$ cat src/verilog/exec_cfg.svh
`ifndef EXEC_CFG_SVH
`define EXEC_CFG_SVH

//////////////////////////////////////////////////////////////////////
// Field widths
//////////////////////////////////////////////////////////////////////
`define EXEC_DATA_W    8       // Byte datapath
`define EXEC_ADDR_W    16      // Address bus and PC
`define EXEC_OPC_W     6       // Opcode field from decode
`define EXEC_MODE_W    4
`define EXEC_SIZE_W    2       // Instruction length in bytes
`define EXEC_REGSEL_W  3       // Register file index

//////////////////////////////////////////////////////////////////////
// Addressing modes
//////////////////////////////////////////////////////////////////////
`define MODE_IMM   4'd2
`define MODE_ABS   4'd3
`define MODE_ZP    4'd4
`define MODE_ZPX   4'd5
`define MODE_ABSX  4'd6
`define MODE_REL   4'd8        // Branch offset in low byte
`define MODE_ZPY   4'd12
`define MODE_ABSY  4'd13

//////////////////////////////////////////////////////////////////////
// Opcodes
//////////////////////////////////////////////////////////////////////
`define OPC_ADC  6'd1
`define OPC_AND  6'd2
`define OPC_BCC  6'd4
`define OPC_BCS  6'd5
`define OPC_BEQ  6'd6
`define OPC_BMI  6'd8
`define OPC_BNE  6'd9
`define OPC_BPL  6'd10
`define OPC_BVC  6'd12
`define OPC_BVS  6'd13
`define OPC_CMP  6'd18
`define OPC_CPX  6'd19
`define OPC_CPY  6'd20
`define OPC_DEC  6'd21         // Memory read-modify-write
`define OPC_EOR  6'd24
`define OPC_INC  6'd25         // Memory read-modify-write
`define OPC_LDA  6'd30
`define OPC_LDX  6'd31
`define OPC_LDY  6'd32
`define OPC_ORA  6'd35
`define OPC_STA  6'd48
`define OPC_STX  6'd49
`define OPC_STY  6'd50

// Register file indices
`define REG_A    3'd0
`define REG_X    3'd1
`define REG_Y    3'd2
`define REG_PC   3'd3
`define REG_PSW  3'd4

// PSW flag positions
`define PSW_C  0
`define PSW_Z  1
`define PSW_V  6
`define PSW_N  7

`endif
$ cat src/verilog/exec_pkg.sv
`include "exec_cfg.svh"

package exec_pkg;

	// Operand word from decode
	// Absolute modes read the full word, the others only the low byte
	typedef union packed {
		logic [`EXEC_ADDR_W-1:0] word;
		struct packed {
			logic [`EXEC_DATA_W-1:0] hi;    // Address high byte
			logic [`EXEC_DATA_W-1:0] lo;    // Immediate, zero page or offset
		} bytes;
	} operand_u;

endpackage

$ cat src/verilog/execute_stage.sv
`timescale 1ns/1ps
`include "exec_cfg.svh"

module execute_stage (
	input  logic                       clk,
	input  logic                       rst_n,
	input  logic                       valid,
	input  logic [`EXEC_OPC_W-1:0]     opcode,
	input  logic [`EXEC_MODE_W-1:0]    addr_mode,
	input  logic [`EXEC_SIZE_W-1:0]    instr_size,
	input  logic [`EXEC_ADDR_W-1:0]    pc,
	input  exec_pkg::operand_u         operand,
	input  logic [`EXEC_DATA_W-1:0]    reg_a,
	input  logic [`EXEC_DATA_W-1:0]    reg_x,
	input  logic [`EXEC_DATA_W-1:0]    reg_y,
	input  logic [`EXEC_DATA_W-1:0]    reg_psw,
	input  logic [`EXEC_DATA_W-1:0]    mem_data_in,
	output logic                       halt_f_to_d,
	output logic                       halt_d_to_e,
	output logic                       flush_f_to_d,
	output logic [`EXEC_ADDR_W-1:0]    addr_bus,
	output logic [`EXEC_DATA_W-1:0]    mem_data_out,
	output logic                       rw_n,
	output logic                       memory_access,
	output logic [`EXEC_REGSEL_W-1:0]  reg_addr,
	output logic                       reg_write,
	output logic [`EXEC_ADDR_W-1:0]    reg_data
);

	import exec_pkg::*;

	logic [`EXEC_ADDR_W-1:0] eff_addr;
	logic                    needs_memory;
	logic                    fire;           // One cycle execute strobe
	logic [`EXEC_DATA_W-1:0] fetched;        // Operand byte for the ALU
	logic [`EXEC_DATA_W-1:0] rmw_value;
	logic [`EXEC_OPC_W-1:0]  lat_opcode;
	logic [`EXEC_MODE_W-1:0] lat_mode;
	logic [`EXEC_ADDR_W-1:0] lat_pc;
	logic [`EXEC_SIZE_W-1:0] lat_size;
	operand_u                lat_operand;

	// Address is formed from the live decode fields, ahead of acceptance
	operand_addr_gen u_addr_gen (
		.addr_mode    (addr_mode),
		.operand      (operand),
		.reg_x        (reg_x),
		.reg_y        (reg_y),
		.eff_addr     (eff_addr),
		.needs_memory (needs_memory)
	);

	mem_sequencer u_seq (
		.clk           (clk),
		.rst_n         (rst_n),
		.valid         (valid),
		.opcode        (opcode),
		.addr_mode     (addr_mode),
		.pc            (pc),
		.operand       (operand),
		.instr_size    (instr_size),
		.reg_a         (reg_a),
		.reg_x         (reg_x),
		.reg_y         (reg_y),
		.eff_addr      (eff_addr),
		.needs_memory  (needs_memory),
		.mem_data_in   (mem_data_in),
		.rmw_value     (rmw_value),
		.halt_f_to_d   (halt_f_to_d),
		.halt_d_to_e   (halt_d_to_e),
		.addr_bus      (addr_bus),
		.mem_data_out  (mem_data_out),
		.rw_n          (rw_n),
		.memory_access (memory_access),
		.fire          (fire),
		.fetched       (fetched),
		.lat_opcode    (lat_opcode),
		.lat_mode      (lat_mode),
		.lat_pc        (lat_pc),
		.lat_operand   (lat_operand),
		.lat_size      (lat_size)
	);

	result_unit u_result (
		.clk          (clk),
		.rst_n        (rst_n),
		.fire         (fire),
		.lat_opcode   (lat_opcode),
		.lat_mode     (lat_mode),
		.lat_pc       (lat_pc),
		.lat_size     (lat_size),
		.lat_operand  (lat_operand),
		.fetched      (fetched),
		.reg_a        (reg_a),
		.reg_x        (reg_x),
		.reg_y        (reg_y),
		.reg_psw      (reg_psw),
		.reg_write    (reg_write),
		.reg_addr     (reg_addr),
		.reg_data     (reg_data),
		.flush_f_to_d (flush_f_to_d),
		.rmw_value    (rmw_value)
	);

endmodule

$ cat src/verilog/result_unit.sv
`timescale 1ns/1ps
`include "exec_cfg.svh"

module result_unit (
	input  logic                      clk,
	input  logic                      rst_n,
	input  logic                      fire,
	input  logic [`EXEC_OPC_W-1:0]    lat_opcode,
	input  logic [`EXEC_MODE_W-1:0]   lat_mode,
	input  logic [`EXEC_ADDR_W-1:0]   lat_pc,
	input  logic [`EXEC_SIZE_W-1:0]   lat_size,
	input  exec_pkg::operand_u        lat_operand,
	input  logic [`EXEC_DATA_W-1:0]   fetched,
	input  logic [`EXEC_DATA_W-1:0]   reg_a,
	input  logic [`EXEC_DATA_W-1:0]   reg_x,
	input  logic [`EXEC_DATA_W-1:0]   reg_y,
	input  logic [`EXEC_DATA_W-1:0]   reg_psw,
	output logic                      reg_write,
	output logic [`EXEC_REGSEL_W-1:0] reg_addr,
	output logic [`EXEC_ADDR_W-1:0]   reg_data,
	output logic                      flush_f_to_d,
	output logic [`EXEC_DATA_W-1:0]   rmw_value
);

	localparam int DW = `EXEC_DATA_W;
	localparam int AW = `EXEC_ADDR_W;

	logic [DW-1:0]             cmp_reg;
	logic [DW:0]               cmp_diff;    // Extra bit is the borrow
	logic [DW-1:0]             cmp_psw;
	logic [DW-1:0]             byte_res;
	logic                      is_rel;
	logic                      br_taken;
	logic [AW-1:0]             br_target;
	logic                      wb_en;
	logic                      wb_flush;
	logic [`EXEC_REGSEL_W-1:0] wb_addr;
	logic [AW-1:0]             wb_data;

	assign rmw_value = (lat_opcode == `OPC_DEC) ? fetched - DW'(1) : fetched + DW'(1);

	// Target is the next instruction plus the signed offset
	assign is_rel    = (lat_mode == `MODE_REL);
	assign br_target = lat_pc + AW'(lat_size) +
		{{(AW-DW){lat_operand.bytes.lo[DW-1]}}, lat_operand.bytes.lo};

	always_comb
	begin
		case (lat_opcode)
			`OPC_CPX: cmp_reg = reg_x;
			`OPC_CPY: cmp_reg = reg_y;
			default:  cmp_reg = reg_a;
		endcase
	end

	assign cmp_diff = {1'b0, cmp_reg} - {1'b0, fetched};

	always_comb
	begin
		cmp_psw         = reg_psw;    // Other flags pass through
		cmp_psw[`PSW_C] = ~cmp_diff[DW];
		cmp_psw[`PSW_Z] = (cmp_reg == fetched);
		cmp_psw[`PSW_N] = cmp_diff[DW-1];
	end

	always_comb
	begin
		case (lat_opcode)
			`OPC_BCC: br_taken = is_rel && !reg_psw[`PSW_C];
			`OPC_BCS: br_taken = is_rel && reg_psw[`PSW_C];
			`OPC_BEQ: br_taken = is_rel && reg_psw[`PSW_Z];
			`OPC_BNE: br_taken = is_rel && !reg_psw[`PSW_Z];
			`OPC_BMI: br_taken = is_rel && reg_psw[`PSW_N];
			`OPC_BPL: br_taken = is_rel && !reg_psw[`PSW_N];
			`OPC_BVS: br_taken = is_rel && reg_psw[`PSW_V];
			`OPC_BVC: br_taken = is_rel && !reg_psw[`PSW_V];
			default:  br_taken = 1'b0;
		endcase
	end

	always_comb
	begin
		wb_en    = 1'b1;
		wb_flush = 1'b0;
		wb_addr  = `REG_A;
		byte_res = fetched;    // Loads pass the operand straight through
		case (lat_opcode)
			`OPC_ADC: byte_res = reg_a + fetched;    // No carry in
			`OPC_AND: byte_res = reg_a & fetched;
			`OPC_EOR: byte_res = reg_a ^ fetched;
			`OPC_ORA: byte_res = reg_a | fetched;
			`OPC_LDA: wb_addr  = `REG_A;
			`OPC_LDX: wb_addr  = `REG_X;
			`OPC_LDY: wb_addr  = `REG_Y;
			`OPC_CMP, `OPC_CPX, `OPC_CPY:
				wb_addr = `REG_PSW;
			`OPC_BCC, `OPC_BCS, `OPC_BEQ, `OPC_BNE,
			`OPC_BMI, `OPC_BPL, `OPC_BVC, `OPC_BVS:
			begin
				wb_en    = br_taken;
				wb_flush = br_taken;
				wb_addr  = `REG_PC;
			end
			default: wb_en = 1'b0;    // Stores and RMW write memory only
		endcase
		if (wb_addr == `REG_PSW)
			wb_data = AW'(cmp_psw);
		else if (wb_addr == `REG_PC)
			wb_data = br_target;
		else
			wb_data = AW'(byte_res);
	end

	//////////////////////////////////////////////////////////////////////
	// Write-back register
	//////////////////////////////////////////////////////////////////////
	always_ff @(posedge clk or negedge rst_n)
	begin
		if (!rst_n)
		begin
			reg_write    <= 1'b0;
			flush_f_to_d <= 1'b0;
		end
		else
		begin
			reg_write    <= fire && wb_en;
			flush_f_to_d <= fire && wb_flush;    // Only with a PC write
		end
	end

	always_ff @(posedge clk)
	begin
		if (fire && wb_en)
		begin
			reg_addr <= wb_addr;
			reg_data <= wb_data;
		end
	end

endmodule

$ cat src/verilog/mem_sequencer.sv
`timescale 1ns/1ps
`include "exec_cfg.svh"

module mem_sequencer (
	input  logic                    clk,
	input  logic                    rst_n,
	input  logic                    valid,
	input  logic [`EXEC_OPC_W-1:0]  opcode,
	input  logic [`EXEC_MODE_W-1:0] addr_mode,
	input  logic [`EXEC_ADDR_W-1:0] pc,
	input  exec_pkg::operand_u      operand,
	input  logic [`EXEC_SIZE_W-1:0] instr_size,
	input  logic [`EXEC_DATA_W-1:0] reg_a,
	input  logic [`EXEC_DATA_W-1:0] reg_x,
	input  logic [`EXEC_DATA_W-1:0] reg_y,
	input  logic [`EXEC_ADDR_W-1:0] eff_addr,
	input  logic                    needs_memory,
	input  logic [`EXEC_DATA_W-1:0] mem_data_in,
	input  logic [`EXEC_DATA_W-1:0] rmw_value,
	output logic                    halt_f_to_d,
	output logic                    halt_d_to_e,
	output logic [`EXEC_ADDR_W-1:0] addr_bus,
	output logic [`EXEC_DATA_W-1:0] mem_data_out,
	output logic                    rw_n,
	output logic                    memory_access,
	output logic                    fire,
	output logic [`EXEC_DATA_W-1:0] fetched,
	output logic [`EXEC_OPC_W-1:0]  lat_opcode,
	output logic [`EXEC_MODE_W-1:0] lat_mode,
	output logic [`EXEC_ADDR_W-1:0] lat_pc,
	output exec_pkg::operand_u      lat_operand,
	output logic [`EXEC_SIZE_W-1:0] lat_size
);

	localparam logic [2:0] ST_IDLE  = 3'd0;
	localparam logic [2:0] ST_READ  = 3'd1;    // Read request on the bus
	localparam logic [2:0] ST_CAPT  = 3'd2;    // Read data on mem_data_in
	localparam logic [2:0] ST_WRITE = 3'd3;    // Store or RMW write on the bus
	localparam logic [2:0] ST_DONE  = 3'd4;    // Execute cycle without memory

	logic [2:0]              state;
	logic                    halt;
	logic                    accept;
	logic                    lat_rmw;
	logic [`EXEC_DATA_W-1:0] store_data;

	function automatic logic is_store(input logic [`EXEC_OPC_W-1:0] opc);
		is_store = (opc == `OPC_STA) || (opc == `OPC_STX) || (opc == `OPC_STY);
	endfunction

	function automatic logic is_rmw(input logic [`EXEC_OPC_W-1:0] opc);
		is_rmw = (opc == `OPC_INC) || (opc == `OPC_DEC);
	endfunction

	assign accept      = valid && !halt;
	assign lat_rmw     = is_rmw(lat_opcode);
	assign halt_f_to_d = halt;
	assign halt_d_to_e = halt;

	always_comb
	begin
		case (opcode)
			`OPC_STX: store_data = reg_x;
			`OPC_STY: store_data = reg_y;
			default:  store_data = reg_a;
		endcase
	end

	// Read-modify-write ops finish on their write, not on the read data
	assign fire    = (state == ST_DONE) || ((state == ST_CAPT) && !lat_rmw);
	assign fetched = (state == ST_CAPT) ? mem_data_in : lat_operand.bytes.lo;

	//////////////////////////////////////////////////////////////////////
	// Accepted instruction
	//////////////////////////////////////////////////////////////////////
	always_ff @(posedge clk)
	begin
		if (accept)
		begin
			lat_opcode  <= opcode;
			lat_mode    <= addr_mode;
			lat_pc      <= pc;
			lat_operand <= operand;
			lat_size    <= instr_size;
		end
	end

	//////////////////////////////////////////////////////////////////////
	// Control FSM and bus strobes
	//////////////////////////////////////////////////////////////////////
	always_ff @(posedge clk or negedge rst_n)
	begin
		if (!rst_n)
		begin
			state         <= ST_IDLE;
			halt          <= 1'b0;
			memory_access <= 1'b0;
			rw_n          <= 1'b1;
		end
		else
		begin
			case (state)
				ST_READ:
				begin
					memory_access <= 1'b0;    // Single cycle request
					state         <= ST_CAPT;
				end
				ST_CAPT:
				begin
					if (lat_rmw)
					begin
						memory_access <= 1'b1;
						rw_n          <= 1'b0;
						state         <= ST_WRITE;
					end
					else
					begin
						halt  <= 1'b0;
						state <= ST_IDLE;
					end
				end
				ST_WRITE:
				begin
					memory_access <= 1'b0;
					rw_n          <= 1'b1;
					halt          <= 1'b0;
					state         <= ST_IDLE;
				end
				default: state <= ST_IDLE;
			endcase

			// A new instruction only arrives while the halt is low
			if (accept)
			begin
				if (!needs_memory)
					state <= ST_DONE;
				else
				begin
					halt          <= 1'b1;
					memory_access <= 1'b1;
					rw_n          <= !is_store(opcode);
					state         <= is_store(opcode) ? ST_WRITE : ST_READ;
				end
			end
		end
	end

	// Bus address and write data
	always_ff @(posedge clk)
	begin
		if (accept && needs_memory)
		begin
			addr_bus     <= eff_addr;
			mem_data_out <= store_data;
		end
		else if ((state == ST_CAPT) && lat_rmw)
			mem_data_out <= rmw_value;    // Same address, modified byte
	end

endmodule

$ cat src/verilog/operand_addr_gen.sv
`timescale 1ns/1ps
`include "exec_cfg.svh"

module operand_addr_gen (
	input  logic [`EXEC_MODE_W-1:0] addr_mode,
	input  exec_pkg::operand_u      operand,
	input  logic [`EXEC_DATA_W-1:0] reg_x,
	input  logic [`EXEC_DATA_W-1:0] reg_y,
	output logic [`EXEC_ADDR_W-1:0] eff_addr,
	output logic                    needs_memory
);

	localparam int DW = `EXEC_DATA_W;
	localparam int AW = `EXEC_ADDR_W;

	logic [DW-1:0] zpx_lo;    // Wraps inside page zero
	logic [DW-1:0] zpy_lo;
	logic [AW-1:0] absx_addr; // Carries into the high byte
	logic [AW-1:0] absy_addr;

	assign zpx_lo    = operand.bytes.lo + reg_x;
	assign zpy_lo    = operand.bytes.lo + reg_y;
	assign absx_addr = operand.word + AW'(reg_x);
	assign absy_addr = operand.word + AW'(reg_y);

	// Immediate and relative take their operand from the instruction itself
	assign needs_memory = (addr_mode != `MODE_IMM) && (addr_mode != `MODE_REL);

	always_comb
	begin
		case (addr_mode)
			`MODE_ZP:   eff_addr = {{(AW-DW){1'b0}}, operand.bytes.lo};
			`MODE_ZPX:  eff_addr = {{(AW-DW){1'b0}}, zpx_lo};
			`MODE_ZPY:  eff_addr = {{(AW-DW){1'b0}}, zpy_lo};
			`MODE_ABSX: eff_addr = absx_addr;
			`MODE_ABSY: eff_addr = absy_addr;
			default:    eff_addr = operand.word;    // Absolute
		endcase
	end

endmodule

$ cat config.mk
export PLATFORM = sky130hd
export DESIGN_NAME = execute_stage
export DESIGN_NICKNAME = d
export VERILOG_FILES = /design/src/verilog/exec_pkg.sv /design/src/verilog/execute_stage.sv /design/src/verilog/result_unit.sv /design/src/verilog/mem_sequencer.sv /design/src/verilog/operand_addr_gen.sv
export VERILOG_INCLUDE_DIRS = /design/src /design/src/verilog
export SDC_FILE = /design/constraint.sdc
export NUM_CORES = 1
export LEC_CHECK = 0
export BUFFER_PORTS_ARGS = -buffer_cell sky130_fd_sc_hd__buf_2
export CAP_MARGIN = 40
export CORE_UTILIZATION = 57
export CTS_CLUSTER_SIZE = 24
export DETAILED_ROUTE_END_ITERATION = 7
export GPL_TIMING_DRIVEN = 0
export PLACE_DENSITY = 0.79
export RECOVER_POWER = 100
export SLEW_MARGIN = 25
export SYNTH_ARGS = -nofsm -noshare
export SYNTH_HDL_FRONTEND = slang
export SYNTH_SLANG_ARGS = --single-unit
$ cat constraint.sdc
create_clock -name clk -period 3.9 [get_ports clk]
set_clock_uncertainty 0.05 [all_clocks]
set_input_delay 0.195 -clock clk [delete_from_list [all_inputs] [get_ports clk]]
set_output_delay 0.195 -clock clk [all_outputs]
set_load 0.01 [all_outputs]
# Word level (Yosys, flattened, before mapping)
# Index checks and enable logic that the tools add are counted.
[word_totals] word_cells=132 reg_bits=87
[op_classes] n_bitwise=5 reduce_logical=32 eq_ne=38 mux=31 add_sub_neg=10
[ops] cell="16-bit case mux with 5 select lines" n=1
[ops] cell="6-bit by 5-bit == test with 1-bit output, second input constant" n=8
[ops] cell="8-bit two-way mux" n=6
[ops] cell="16-bit by 8-bit adder with 16-bit output" n=2
[ops] cell="8-bit case mux with 2 select lines" n=2
[ops] cell="8-bit case mux with 4 select lines" n=1
[ops] cell="6-bit by 4-bit == test with 1-bit output, second input constant" n=5
[ops] cell="6-bit == test, second input constant" n=5
[ops] cell="8-bit adder" n=3
[ops] cell="6-bit by 3-bit == test with 1-bit output, second input constant" n=3
[ops] cell="16-bit adder" n=1
[ops] cell="16-bit by 2-bit adder with 16-bit output" n=1
[ops] cell="1-bit logical AND" n=15
[ops] cell="4-bit by 3-bit == test with 1-bit output, second input constant" n=3
[ops] cell="4-bit == test, second input constant" n=3
[ops] cell="3-bit case mux with 4 select lines" n=1
[ops] cell="1-bit two-way mux" n=10
[ops] cell="10-bit OR reduction" n=1
[ops] cell="3-bit by 2-bit == test with 1-bit output, second input constant" n=3
[ops] cell="8-bit by 8-bit subtractor with 9-bit output" n=1
[ops] cell="8-bit by 1-bit adder with 8-bit output, second input constant" n=1
[ops] cell="8-bit bitwise AND" n=1
[ops] cell="8-bit == test" n=1
[ops] cell="8-bit bitwise OR" n=1
[ops] cell="other kinds (20)" n=37

# Depth between registers and ports, before layout
# Gate-level depths: netlist (run 1).
[logic_depth] ltp_word=6 ltp_mapped=14 mapped_depth_nobuf=12

# Hierarchy
# Synthesis (run 1) repeated with hierarchy kept, for this count alone.
[unflattened] hier_cells=739 hier_area_um2=7457.2
[modules_own_cells] mod="result_unit" cells_per_inst=396 area_per_inst_um2=3299.4 instances=1 seq_area_each_um2=620.6
[modules_own_cells] mod="mem_sequencer" cells_per_inst=171 area_per_inst_um2=2870.3 instances=1 seq_area_each_um2=2193.4
[modules_own_cells] mod="operand_addr_gen" cells_per_inst=172 area_per_inst_um2=1287.5 instances=1 seq_area_each_um2=0.0

# Worst setup path before layout (run 1)
# Ideal clock, no wire load.
[synth_timing] path_type="register to register" from="register u_seq.state[0]" to="register u_result.reg_data[7] (data pin)" n_path_buf=1 path_slack_ps=871 stages_incl_launch_ff=11 t_arrival_ps=2715 path_cell_list="dfrtp_1 > nor3b_1 > buf_2 > mux2i_1 > ha_1 > a211oi_1 > nor2_1 > o41ai_1 > mux2i_1 > a221oi_1 > o21ai_0"
[synth_via] elab_chain_len=6 word_cells_on_any_way=10
[synth_lines] item="start: declaration" line_no="mem_sequencer.sv:41" source="logic [2:0] state;"
[synth_lines] item="start signal: assignment" line_no="mem_sequencer.sv:142" source="state <= is_store(opcode) ? ST_WRITE : ST_READ;"
[synth_lines] item="3-bit by 2-bit == test with 1-bit output *" line_no="mem_sequencer.sv:71" source="assign fetched = (state == ST_CAPT) ? mem_data_in : lat_operand.bytes.lo;"
[synth_lines] item="8-bit two-way mux *" line_no="mem_sequencer.sv:71"
[synth_lines] item="8-bit adder (tied with other cells)" line_no="result_unit.sv:88" source="`OPC_ADC: byte_res = reg_a + fetched;"
[synth_lines] item="8-bit case mux with 4 select lines" line_no="result_unit.sv:87" source="case (lat_opcode)"
[synth_lines] item="8-bit two-way mux" line_no="result_unit.sv:108" source="else if (wb_addr == `REG_PC)"
[synth_lines] item="8-bit two-way mux *" line_no="result_unit.sv:106" source="if (wb_addr == `REG_PSW)"
[synth_lines] item="via u_result.wb_data[7]" line_no="result_unit.sv:38" source="logic [AW-1:0] wb_data;"
[synth_lines] item="end signal: assignment" line_no="result_unit.sv:136" source="reg_data <= wb_data;"
[synth_lines] item="end: declaration" line_no="result_unit.sv:20" source="output logic [`EXEC_ADDR_W-1:0] reg_data,"
# The timed path passes the listed nets; every way through them passes the cells marked *.
# A chain may end at the register's enable or synchronous reset.

# Final worst setup path (run 1)
[layout_timing] from="input addr_mode[0]" to="register u_seq.addr_bus[9] (data pin)"
[layout_via] elab_chain_len=2 word_cells_on_any_way=6
[layout_lines] item="start: declaration" line_no="execute_stage.sv:9" source="input logic [`EXEC_MODE_W-1:0] addr_mode,"
[layout_lines] item="4-bit == test / 4-bit by 3-bit == test with 1-bit output (equally long branches)" line_no="operand_addr_gen.sv:31" source="case (addr_mode)"
[layout_lines] item="16-bit case mux with 5 select lines *" line_no="operand_addr_gen.sv:31"
[layout_lines] item="via eff_addr[9]" line_no="execute_stage.sv:32" source="logic [`EXEC_ADDR_W-1:0] eff_addr;"
[layout_lines] item="end signal: assignment" line_no="mem_sequencer.sv:153" source="addr_bus <= eff_addr;"
[layout_lines] item="end: declaration" line_no="mem_sequencer.sv:22" source="output logic [`EXEC_ADDR_W-1:0] addr_bus,"
# Marks and branches as above.

==> results of run 1 <==
-- cells in the final DEF (no fill, tap or decap), drive strengths merged, types with 6 or more instances in the layout --
cell	count
a211oi	9
a21o	9
a21oi	37
a221o	12
a221oi	9
a22o	6
a22oi	12
a31oi	6
buf	82
clkbuf	89
dfrtp	7
dlygate4sd3	25
edfxtp	79
fa	7
ha	72
inv	43
mux2	18
mux2i	9
nand2	44
nand2b	15
nand3	20
nand4	6
nor2	57
nor2b	17
nor3	17
o211ai	12
o21a	7
o21ai	37
xnor2	28
xor2	11
-- layer usage --
metal / part of all wire / global-route usage / vias to the layer above
li1: - / - / 3035
met1: 0.44 / 0.430 / 3038
met2: 0.48 / 0.544 / 282
met3: 0.065 / 0.0295 / 30
met4: 0.020 / 0.120 / 0
met5: 0 / 0 / -
-- kinds of logic after synthesis --
kind of cell               Yosys count  share of synthesized area
buffers and inverters               61                     0.0380
AOI/OAI and AO/OA                  194                      0.196
adders and majority gates           79                      0.149
DFF                                 87                      0.367
xor gates and xnor gates            39                     0.0487
and+or+nand+nor                    215                      0.160
muxes                               27                     0.0418
-- metrics by stage --
step / setup slack (ns) / std cells
floorplan: 0.871 / 702
global placement: 0.142 / 984
detailed placement: 0.183 / 986
CTS: 0.133 / 1027
global route: 0.0739 / 1029
finish: 0.247 / 1029
-- layout make-up --
| cell class | count | area (µm²) |
|---|---|---|
| inverter | 38 | 143 |
| buffer | 23 | 120 |
| sequential | 87 | 2570 |
| timing repair buffer | 164 | 876 |
| fill | 986 | 3670 |
| clock inverter | 7 | 61.3 |
| tap | 147 | 184 |
| clock buffer | 9 | 225 |
| multi-input combinational | 554 | 4160 |
-- state kept, by name, indices dropped and copies added (netlist names) --
| signal | cells |
|---|---|
| u_seq.lat_mode | 4 |
| u_result.reg_addr | 3 |
| u_seq.addr_bus | 16 |
| u_seq.lat_size | 2 |
| u_seq.halt_d_to_e | 1 |
| u_result.reg_data | 16 |
| u_seq.lat_operand | 8 |
| u_seq.lat_pc | 16 |
| u_seq.memory_access | 1 |
| u_seq.mem_data_out | 8 |
| u_seq.lat_opcode | 6 |
| u_result.reg_write | 1 |
| u_seq.rw_n | 1 |
| u_result.flush_f_to_d | 1 |
| u_seq.state | 3 |
-- path summary, 6_finish.rpt --
check                               startpoint              endpoint  slack [ns]  depth (start not counted)
max in group asynchronous                rst_n            u_seq.rw_n        3.22                          2
hold / removal                       opcode[0]   u_seq.lat_opcode[0]        0.06                          1
hold reg to reg            u_seq.memory_access   u_seq.memory_access        0.45                          1
setup reg to reg                u_seq.state[1]  u_result.reg_data[7]        0.26                         12
min in group asynchronous                rst_n    u_result.reg_write        0.24                          2
setup / recovery                  addr_mode[0]     u_seq.addr_bus[9]        0.25                         12
-- power breakdown --
group	internal [mW]	switching [mW]
Clock	0.448	0.403
Combinational	0.708	1.03
Sequential	1.22	0.0691
Total	2.38	1.50
==> results.json, run 1 <==
{
  "cp-start-kind": "primary input",
  "ys_top_cells_by_count": "79 x edfxtp_1, 72 x ha_1, 57 x nor2_1",
  "ys_top_cells_by_area": "edfxtp_1 34%, ha_1 13%, xnor2_1 3.5%, nor2_1 3.1%, mux2_2 2.9%",
  "crit_buf_inv": 3,
  "synth-edff-count": 79,
  "crit_required_ns": 3.96,
  "syn_area_per_cell_um2": 9.98,
  "clk_latency_ns": 0.36,
  "gp_congestion": 0.939,
  "port_buffers": 135,
  "cts.clk_slew.worst_paths_ns": 0.07,
  "fin_nets": 1043,
  "critPathSlowestCell": "dlygate4sd3_1",
  "yosys.area.top_type": "edfxtp_1",
  "yosysMostFrequentCell": "edfxtp_1",
  "cp_slowest_stage_delay_ns": 0.55,
  "worst_ep_arrival_time_ns": 3.71,
  "utilization": 0.695,
  "ys_warn_count": 0,
  "worst_pin_slew_ns": 1.40,
  "overflow": 0,
  "cts-buffers-inserted": 9,
  "syn_area_um2": 7010,
  "ys_async_sr_fraction": 0.0920,
  "period_needed_ns": 3.65,
  "placedInstanceArea_um2": 7890,
  "rows": 40,
  "min_period_over_period": 0.937,
  "avgViaCountPerCell": 6.21,
  "ctsResizeCount": 0,
  "grt_pass1_wl_um": 31300,
  "cts_tree": "yes",
  "synth_nets": 868,
  "cts_htree_levels": 3,
  "cts.sinks": 87,
  "hold_buffers": 25,
  "die_area_um2": 12700,
  "ys_types": 71,
  "relSlewSlack": 0.0634,
  "area_growth_syn_to_layout_pct": 19.1,
  "outcome": "finished, final reports clean",
  "min_path_type": "primary input to register",
  "crit_family": "compound AO/OA/AOI/OAI gates",
  "dp_hpwl_um": 15500,
  "clockRootBuffer": "clkbuf_16",
  "coreArea_um2": 12000,
  "drive_gt1_frac": 0.149,
  "die_w_um": 113,
  "wl_um": 20100,
  "rsz0062_at_grt": "no",
  "grt.total_usage": 0.321,
  "synth_seq_cells": 87,
  "finalSetupViolCount": 0,
  "diodes": 0,
  "power.total_mw": 3.88,
  "grt_pass1_vias": 6111,
  "hold_slack_ns": 0.0643,
  "wl_per_cell_um": 19.5,
  "final_area_um2": 8350,
  "vias": 6385,
  "die_h_um": 113,
  "fmax_mhz": 274,
  "p_leak_nw": 3.42,
  "clock_path_buffers": 2,
  "path_max_fanout": 8,
  "finalHoldViolCount": 0,
  "grt_max_degree": 39,
  "ir_drop_mv": 0.267,
  "fin_tns_setup_ns": 0,
  "cts_setup_buffers": 0,
  "grt_antenna_before_repair": 0,
  "syn_inst": 702,
  "ant_nets": 0,
  "drtIter0Drc": 664,
  "drtPass1Iterations": 5,
  "netlist.area_leader.share": 0.338,
  "drc": 0,
  "maxCapViolations": 0,
  "report.final.slew_viol_count": 0,
  "ys_seq_area_frac": 0.367,
  "synth_ff_type": "edfxtp_1",
  "cellPowerDensity_nw_per_um2": 465,
  "initial_core_util": 0.584,
  "path_cells": "dlygate4sd3_1 > buf_2 > clkbuf_2 > nand4b_1 > mux2_2 > ha_1 > o21ai_0 > o21ai_0 > nand2_1 > a211o_1 > o211a_1 > a211o_1",
  "critPathCaptureType": "register",
  "io_pins": 136,
  "timing_worst_setup_path_type": "primary input to register"
}
Note: power is estimated with default switching activity, not from simulation.
==> inputs of run 2 (changes only) <==
Settings changed: RECOVER_POWER 100 to unset.
==> run 2 against run 1 <==
- hold slack got worse by 0.056 ns
- register-to-register slack improved by 0.10 ns
- sequential cell count unchanged
- clock-buffer cell count unchanged
- first-iteration DRC count decreased by 9.9%
- clock power about the same
- total power increased by 0.70%
- final cell count unchanged
- global-route usage unchanged
- critical path type unchanged
- largest cell class unchanged
==> results.json, run 2 (synthesized netlist as in run 1, its figures left out) <==
{
  "outcome": "finished, final reports clean",
  "port_buffers": 135,
  "wl_met1_um": 8740,
  "p_int_mw": 2.40,
  "power_switching_mw": 1.50,
  "avgViaCountPerCell": 6.24,
  "grt_antenna_before_repair": 0,
  "grt.total_usage": 0.321,
  "drtIter0Drc": 598,
  "grt_pass1_vias": 6111,
  "fill_cells": 946,
  "vias": 6419,
  "comb_power_share": 0.452,
  "clockRootBuffer": "clkbuf_16",
  "fin_nets": 1043,
  "rows": 40,
  "timing_worst_setup_path_type": "primary input to register",
  "dpl_worst_slack_ns": 0.183,
  "rsz0062_at_grt": "no",
  "drc": 0,
  "fin_tns_setup_ns": 0,
  "wl_met2_um": 9600,
  "power.total_mw": 3.90,
  "ant_nets": 0,
  "clk_latency_ns": 0.36,
  "diodes": 0,
  "gp_congestion": 0.939,
  "die_h_um": 113,
  "layout_commonest_cell": "buf_2",
  "dp_hpwl_um": 15500,
  "wl_per_cell_um": 19.5,
  "report.final.slew_viol_count": 0,
  "dr.max_layer_used": "met4",
  "cellPowerDensity_nw_per_um2": 462,
  "finalHoldViolCount": 0,
  "cp-start-kind": "primary input",
  "p_seq_frac": 0.330,
  "clkPwrFrac": 0.219,
  "die_w_um": 113,
  "fin_ws_ns": 0.336,
  "period_needed_ns": 3.56,
  "cts_htree_levels": 3,
  "final_cell_mix": "147 x buf_2, 79 x edfxtp_1, 72 x ha_1",
  "ir_drop_mv": 0.272,
  "coreArea_um2": 12000,
  "clock_path_buffers": 2,
  "cts.sinks": 87,
  "wl_met3_um": 1330,
  "relSlewSlack": 0.534,
  "grt_max_degree": 39,
  "crit_required_ns": 3.95,
  "min_path_type": "primary input to register",
  "die_area_um2": 12700,
  "path_max_fanout": 8,
  "p_leak_nw": 3.62,
  "worst_pin_slew_ns": 0.696,
  "drtPass1Iterations": 7,
  "cts_setup_buffers": 0,
  "min_period_over_period": 0.914,
  "reg.largest.list": "u_result.reg_data x16, u_seq.addr_bus x16, u_seq.lat_pc x16",
  "swShare": 0.385,
  "fmax_mhz": 281,
  "finalSetupViolCount": 0,
  "cts-buffers-inserted": 9,
  "worst_ep_arrival_time_ns": 3.62,
  "ctsResizeCount": 0,
  "wl_um": 20100,
  "maxCapViolations": 0,
  "io_pins": 136,
  "cts.clk_slew.worst_paths_ns": 0.07,
  "grt_pass1_wl_um": 31300,
  "cts_tree": "yes",
  "critPathCaptureType": "register",
  "initial_core_util": 0.584,
  "area_growth_syn_to_layout_pct": 20.5,
  "overflow": 0,
  "drive_gt1_frac": 0.232
}
run 2: critical path: stages:
cell           delay [ns]
dlygate4sd3_1        0.54
buf_2                0.12
clkbuf_2             0.17
nand4b_1             0.42
mux2_2               0.37
ha_1                 0.25
inv_1                0.08
fa_1                 0.39
nor2b_1              0.22
o2111ai_1            0.20
nand3_1              0.23
a41oi_1              0.14
o21ai_0              0.19
o31ai_1              0.11
run 2: per-stage QoR:
step | utilization | std cells | cell area [µm²] | hold slack, ns
detailed placement | 0.656 | 986 | 7890 | -0.000641
finish | 0.703 | 1029 | 8450 | 0.00822
global placement | 0.655 | 984 | 7870 | -0.00824
global route | 0.703 | 1029 | 8450 | 0.0241
CTS | 0.701 | 1027 | 8420 | 0.00344
floorplan | - | 702 | 7010 | -0.151
run 2: path summary, 6_finish.rpt:
path	start	end	slack, ns	depth (start not counted)
min in group asynchronous	rst_n	u_result.reg_write	0.15	2
max in group asynchronous	rst_n	u_seq.rw_n	3.40	2
worst max register to register	u_seq.lat_opcode[2]	u_result.reg_data[7]	0.36	12
worst min register to register	u_seq.memory_access	u_seq.memory_access	0.45	1
worst max-delay path	addr_mode[0]	u_seq.addr_bus[12]	0.34	14
worst min-delay path	opcode[0]	u_seq.lat_opcode[0]	0.008	1
run 2: layout make-up:
class	instances	area, µm²	share of cell area
Tap cell	147	184	0.0218
Timing Repair Buffer	164	970	0.115
Inverter	38	143	0.0169
Clock buffer	9	225	0.0267
Multi-Input combinational cell	554	4170	0.493
Sequential cell	87	2570	0.305
Buffer	23	124	0.0147
Clock inverter	7	61.3	0.00726
run 2: repair_timing:
| action | 4_1_cts | 5_1_grt |
|---|---|---|
| hold buffers | 25 | 0 |
| endpoints found under the setup margin | 0 | 0 |
| endpoints found under the hold margin | 32 | 0 |
run 2: metal layers:
layer / GRT usage / up-vias
met2: 0.544 / 268
met3: 0.0295 / 33
li1: - / 3030
met1: 0.430 / 3088
met4: 0.120 / 0
met5: 0 / -
run 2: power by group through the flow:
| stage | logic (mW) | clock network, mW | registers (mW) |
|---|---|---|---|
| floorplan | 1.16 | 0 | 1.32 |
| global placement | 1.64 | 0 | 1.30 |
| detailed placement | 1.68 | 0 | 1.31 |
| CTS | 1.72 | 0.866 | 1.29 |
| global route | 1.93 | 0.892 | 1.30 |
| finish | 1.76 | 0.853 | 1.29 |
==> inputs of run 3 (changes only) <==
Settings changed: ABC_CLOCK_PERIOD_IN_PS set to 3900, CORE_UTILIZATION 57 to 40, PLACE_DENSITY 0.79 to 0.58.
==> run 3 against run 2 <==
- fmax shrank 3.4%
- worst setup slack lost 0.13 ns
- sequential share of layout area shrank 0.40 points
- non-clock buffer count is the same
- register-to-register slack lost 0.15 ns
- highest routed layer unchanged
- clock power grew 2%
- largest cell class unchanged
- final cell count grew 7.6%
- clock-buffer cell count is the same
- first-iteration DRC count shrank 17%
- largest power group unchanged
- core utilization shrank 20 points
==> results.json, run 3 (synthesized netlist as in run 1, its figures left out) <==
{
  "outcome": "finished, final reports clean",
  "die_area_um2": 18100,
  "timing_worst_setup_path_type": "register to register",
  "fmax_mhz": 271,
  "wl_met1_um": 9570,
  "vias": 6175,
  "worst_pin_slew_ns": 0.663,
  "wl_met2_um": 9440,
  "coreArea_um2": 17200,
  "min_path_type": "primary input to register",
  "grt_pass1_vias": 6090,
  "port_buffers": 135,
  "swShare": 0.383,
  "area_growth_syn_to_layout_pct": 22.2,
  "p_int_mw": 2.40,
  "clk_latency_ns": 0.36,
  "comb_power_share": 0.448,
  "grt.total_usage": 0.231,
  "grt_pass1_wl_um": 31900,
  "p_seq_frac": 0.330,
  "reg.largest.list": "u_result.reg_data x16, u_seq.addr_bus x16, u_seq.lat_pc x16",
  "cts_tree": "yes",
  "cts.clk_slew.worst_paths_ns": 0.07,
  "cts-buffers-inserted": 9,
  "placedInstanceArea_um2": 7970,
  "critPathCaptureType": "register",
  "fin_nets": 1043,
  "wl_met3_um": 1050,
  "wl_per_cell_um": 18.5,
  "layout_commonest_cell": "buf_2",
  "ir_drop_mv": 0.242,
  "p_leak_nw": 3.62,
  "critPathSlowestCell": "mux2i_4",
  "overflow": 0,
  "crit_required_ns": 3.93,
  "relSlewSlack": 0.557,
  "finalHoldViolCount": 0,
  "dp_hpwl_um": 16300,
  "period_needed_ns": 3.69,
  "die_h_um": 134,
  "io_pins": 136,
  "clockRootBuffer": "clkbuf_16",
  "cp_slowest_stage_delay_ns": 0.44,
  "drtIter0Drc": 495,
  "clock_path_buffers": 2,
  "maxCapViolations": 0,
  "grt_antenna_before_repair": 0,
  "wl_um": 20500,
  "report.final.slew_viol_count": 0,
  "min_period_over_period": 0.946,
  "path_max_fanout": 10,
  "finalSetupViolCount": 0,
  "rsz0062_at_grt": "no",
  "rows": 48,
  "fill_cells": 1604,
  "drc": 0,
  "path_cells": "nor3b_1 > buf_2 > mux2i_4 > inv_1 > ha_1 > a211oi_1 > nor2_1 > o41ai_1 > mux2i_1 > a221oi_1 > o21ai_0",
  "grt_max_degree": 39,
  "cellPowerDensity_nw_per_um2": 455,
  "worst_ep_arrival_time_ns": 3.72,
  "dp_cells": 1063,
  "diodes": 0,
  "die_w_um": 134,
  "final_cell_mix": "146 x buf_2, 79 x edfxtp_1, 72 x ha_1",
  "avgViaCountPerCell": 5.58,
  "cp-start-kind": "register",
  "cts.sinks": 87,
  "final_area_um2": 8560,
  "drtPass1Iterations": 5,
  "gp_congestion": 0.995,
  "cts_htree_levels": 3,
  "crit_buf_inv": 2,
  "drive_gt1_frac": 0.234,
  "dr.max_layer_used": "met4",
  "crit_family": "compound AO/OA/AOI/OAI gates",
  "instances_no_fill": 1107,
  "ant_nets": 0,
  "power_switching_mw": 1.49,
  "initial_core_util": 0.408,
  "clkPwrFrac": 0.222
}
==> run 3: cell types whose count changed in the layout (fill, tap and decap cells not counted), sizes merged <==
cell	previous run	this run
buf	153	154
clkbuf	18	17
clkinv	2	3
inv	43	42
==> run 3: timing repair <==
| item | CTS | global route |
|---|---|---|
| endpoints found under the setup margin | 1 | 1 |
| hold endpoints to repair | 32 | 0 |
| hold buffers | 25 | 0 |
| pin swaps | 0 | 0 |
| buffers inserted | 0 | 1 |
| resized for setup | 1 | 1 |
==> run 3: metal layers <==
metal,vias to the layer above,GRT usage
li1,3036,-
met1,2928,0.305
met2,182,0.375
met3,29,0.0435
met4,0,0.0836
met5,-,0
==> run 3: final cells by class <==
type                       count  area [µm²]  share of cell area
tap                          225         282              0.0329
clock inverter                 7        61.3             0.00716
inverter                      38         143              0.0167
timing repair buffer         164         972               0.114
clock buffer                   9         225              0.0263
multi-input combinational    554        4180               0.488
sequential                    87        2570               0.301
buffer                        23         124              0.0145
==> run 3: power by group through the flow <==
stage | sequential [mW] | clock [mW] | combinational, mW
final | 1.28 | 0.866 | 1.74
after global routing | 1.30 | 0.918 | 1.93
after CTS | 1.29 | 0.884 | 1.71
after detailed placement | 1.30 | 0 | 1.67
after global placement | 1.30 | 0 | 1.66
after floorplan | 1.32 | 0 | 1.16
==> run 3: worst paths after layout <==
kind | from | end | slack, ns | cells after the start
worst min-delay path | opcode[1] | u_seq.lat_opcode[1] | 0.01 | 1
worst max register to register | u_seq.state[0] | u_result.reg_data[7] | 0.21 | 11
worst max-delay path | u_seq.state[0] | u_result.reg_data[7] | 0.21 | 11
min in group asynchronous | rst_n | u_result.flush_f_to_d | 0.17 | 2
worst min register to register | u_seq.memory_access | u_seq.memory_access | 0.44 | 1
max in group asynchronous | rst_n | u_seq.rw_n | 3.37 | 2
==> run 3: per-stage QoR <==
| stage | utilization | worst slack [ns] | TNS [ns] | total power [mW] | hold slack (ns) |
|---|---|---|---|---|---|
| after detailed placement | 0.464 | -0.106 | -0.106 | 2.98 | 0.0159 |
| after floorplan | - | 0.871 | 0 | 2.48 | -0.151 |
| final | 0.498 | 0.209 | 0 | 3.89 | 0.0129 |
| after global placement | 0.464 | -0.192 | -0.192 | 2.96 | 0.0142 |
| after global routing | 0.498 | 0.00746 | 0 | 4.14 | 0.00907 |
| after CTS | 0.496 | 0.0988 | 0 | 3.88 | 0.00546 |
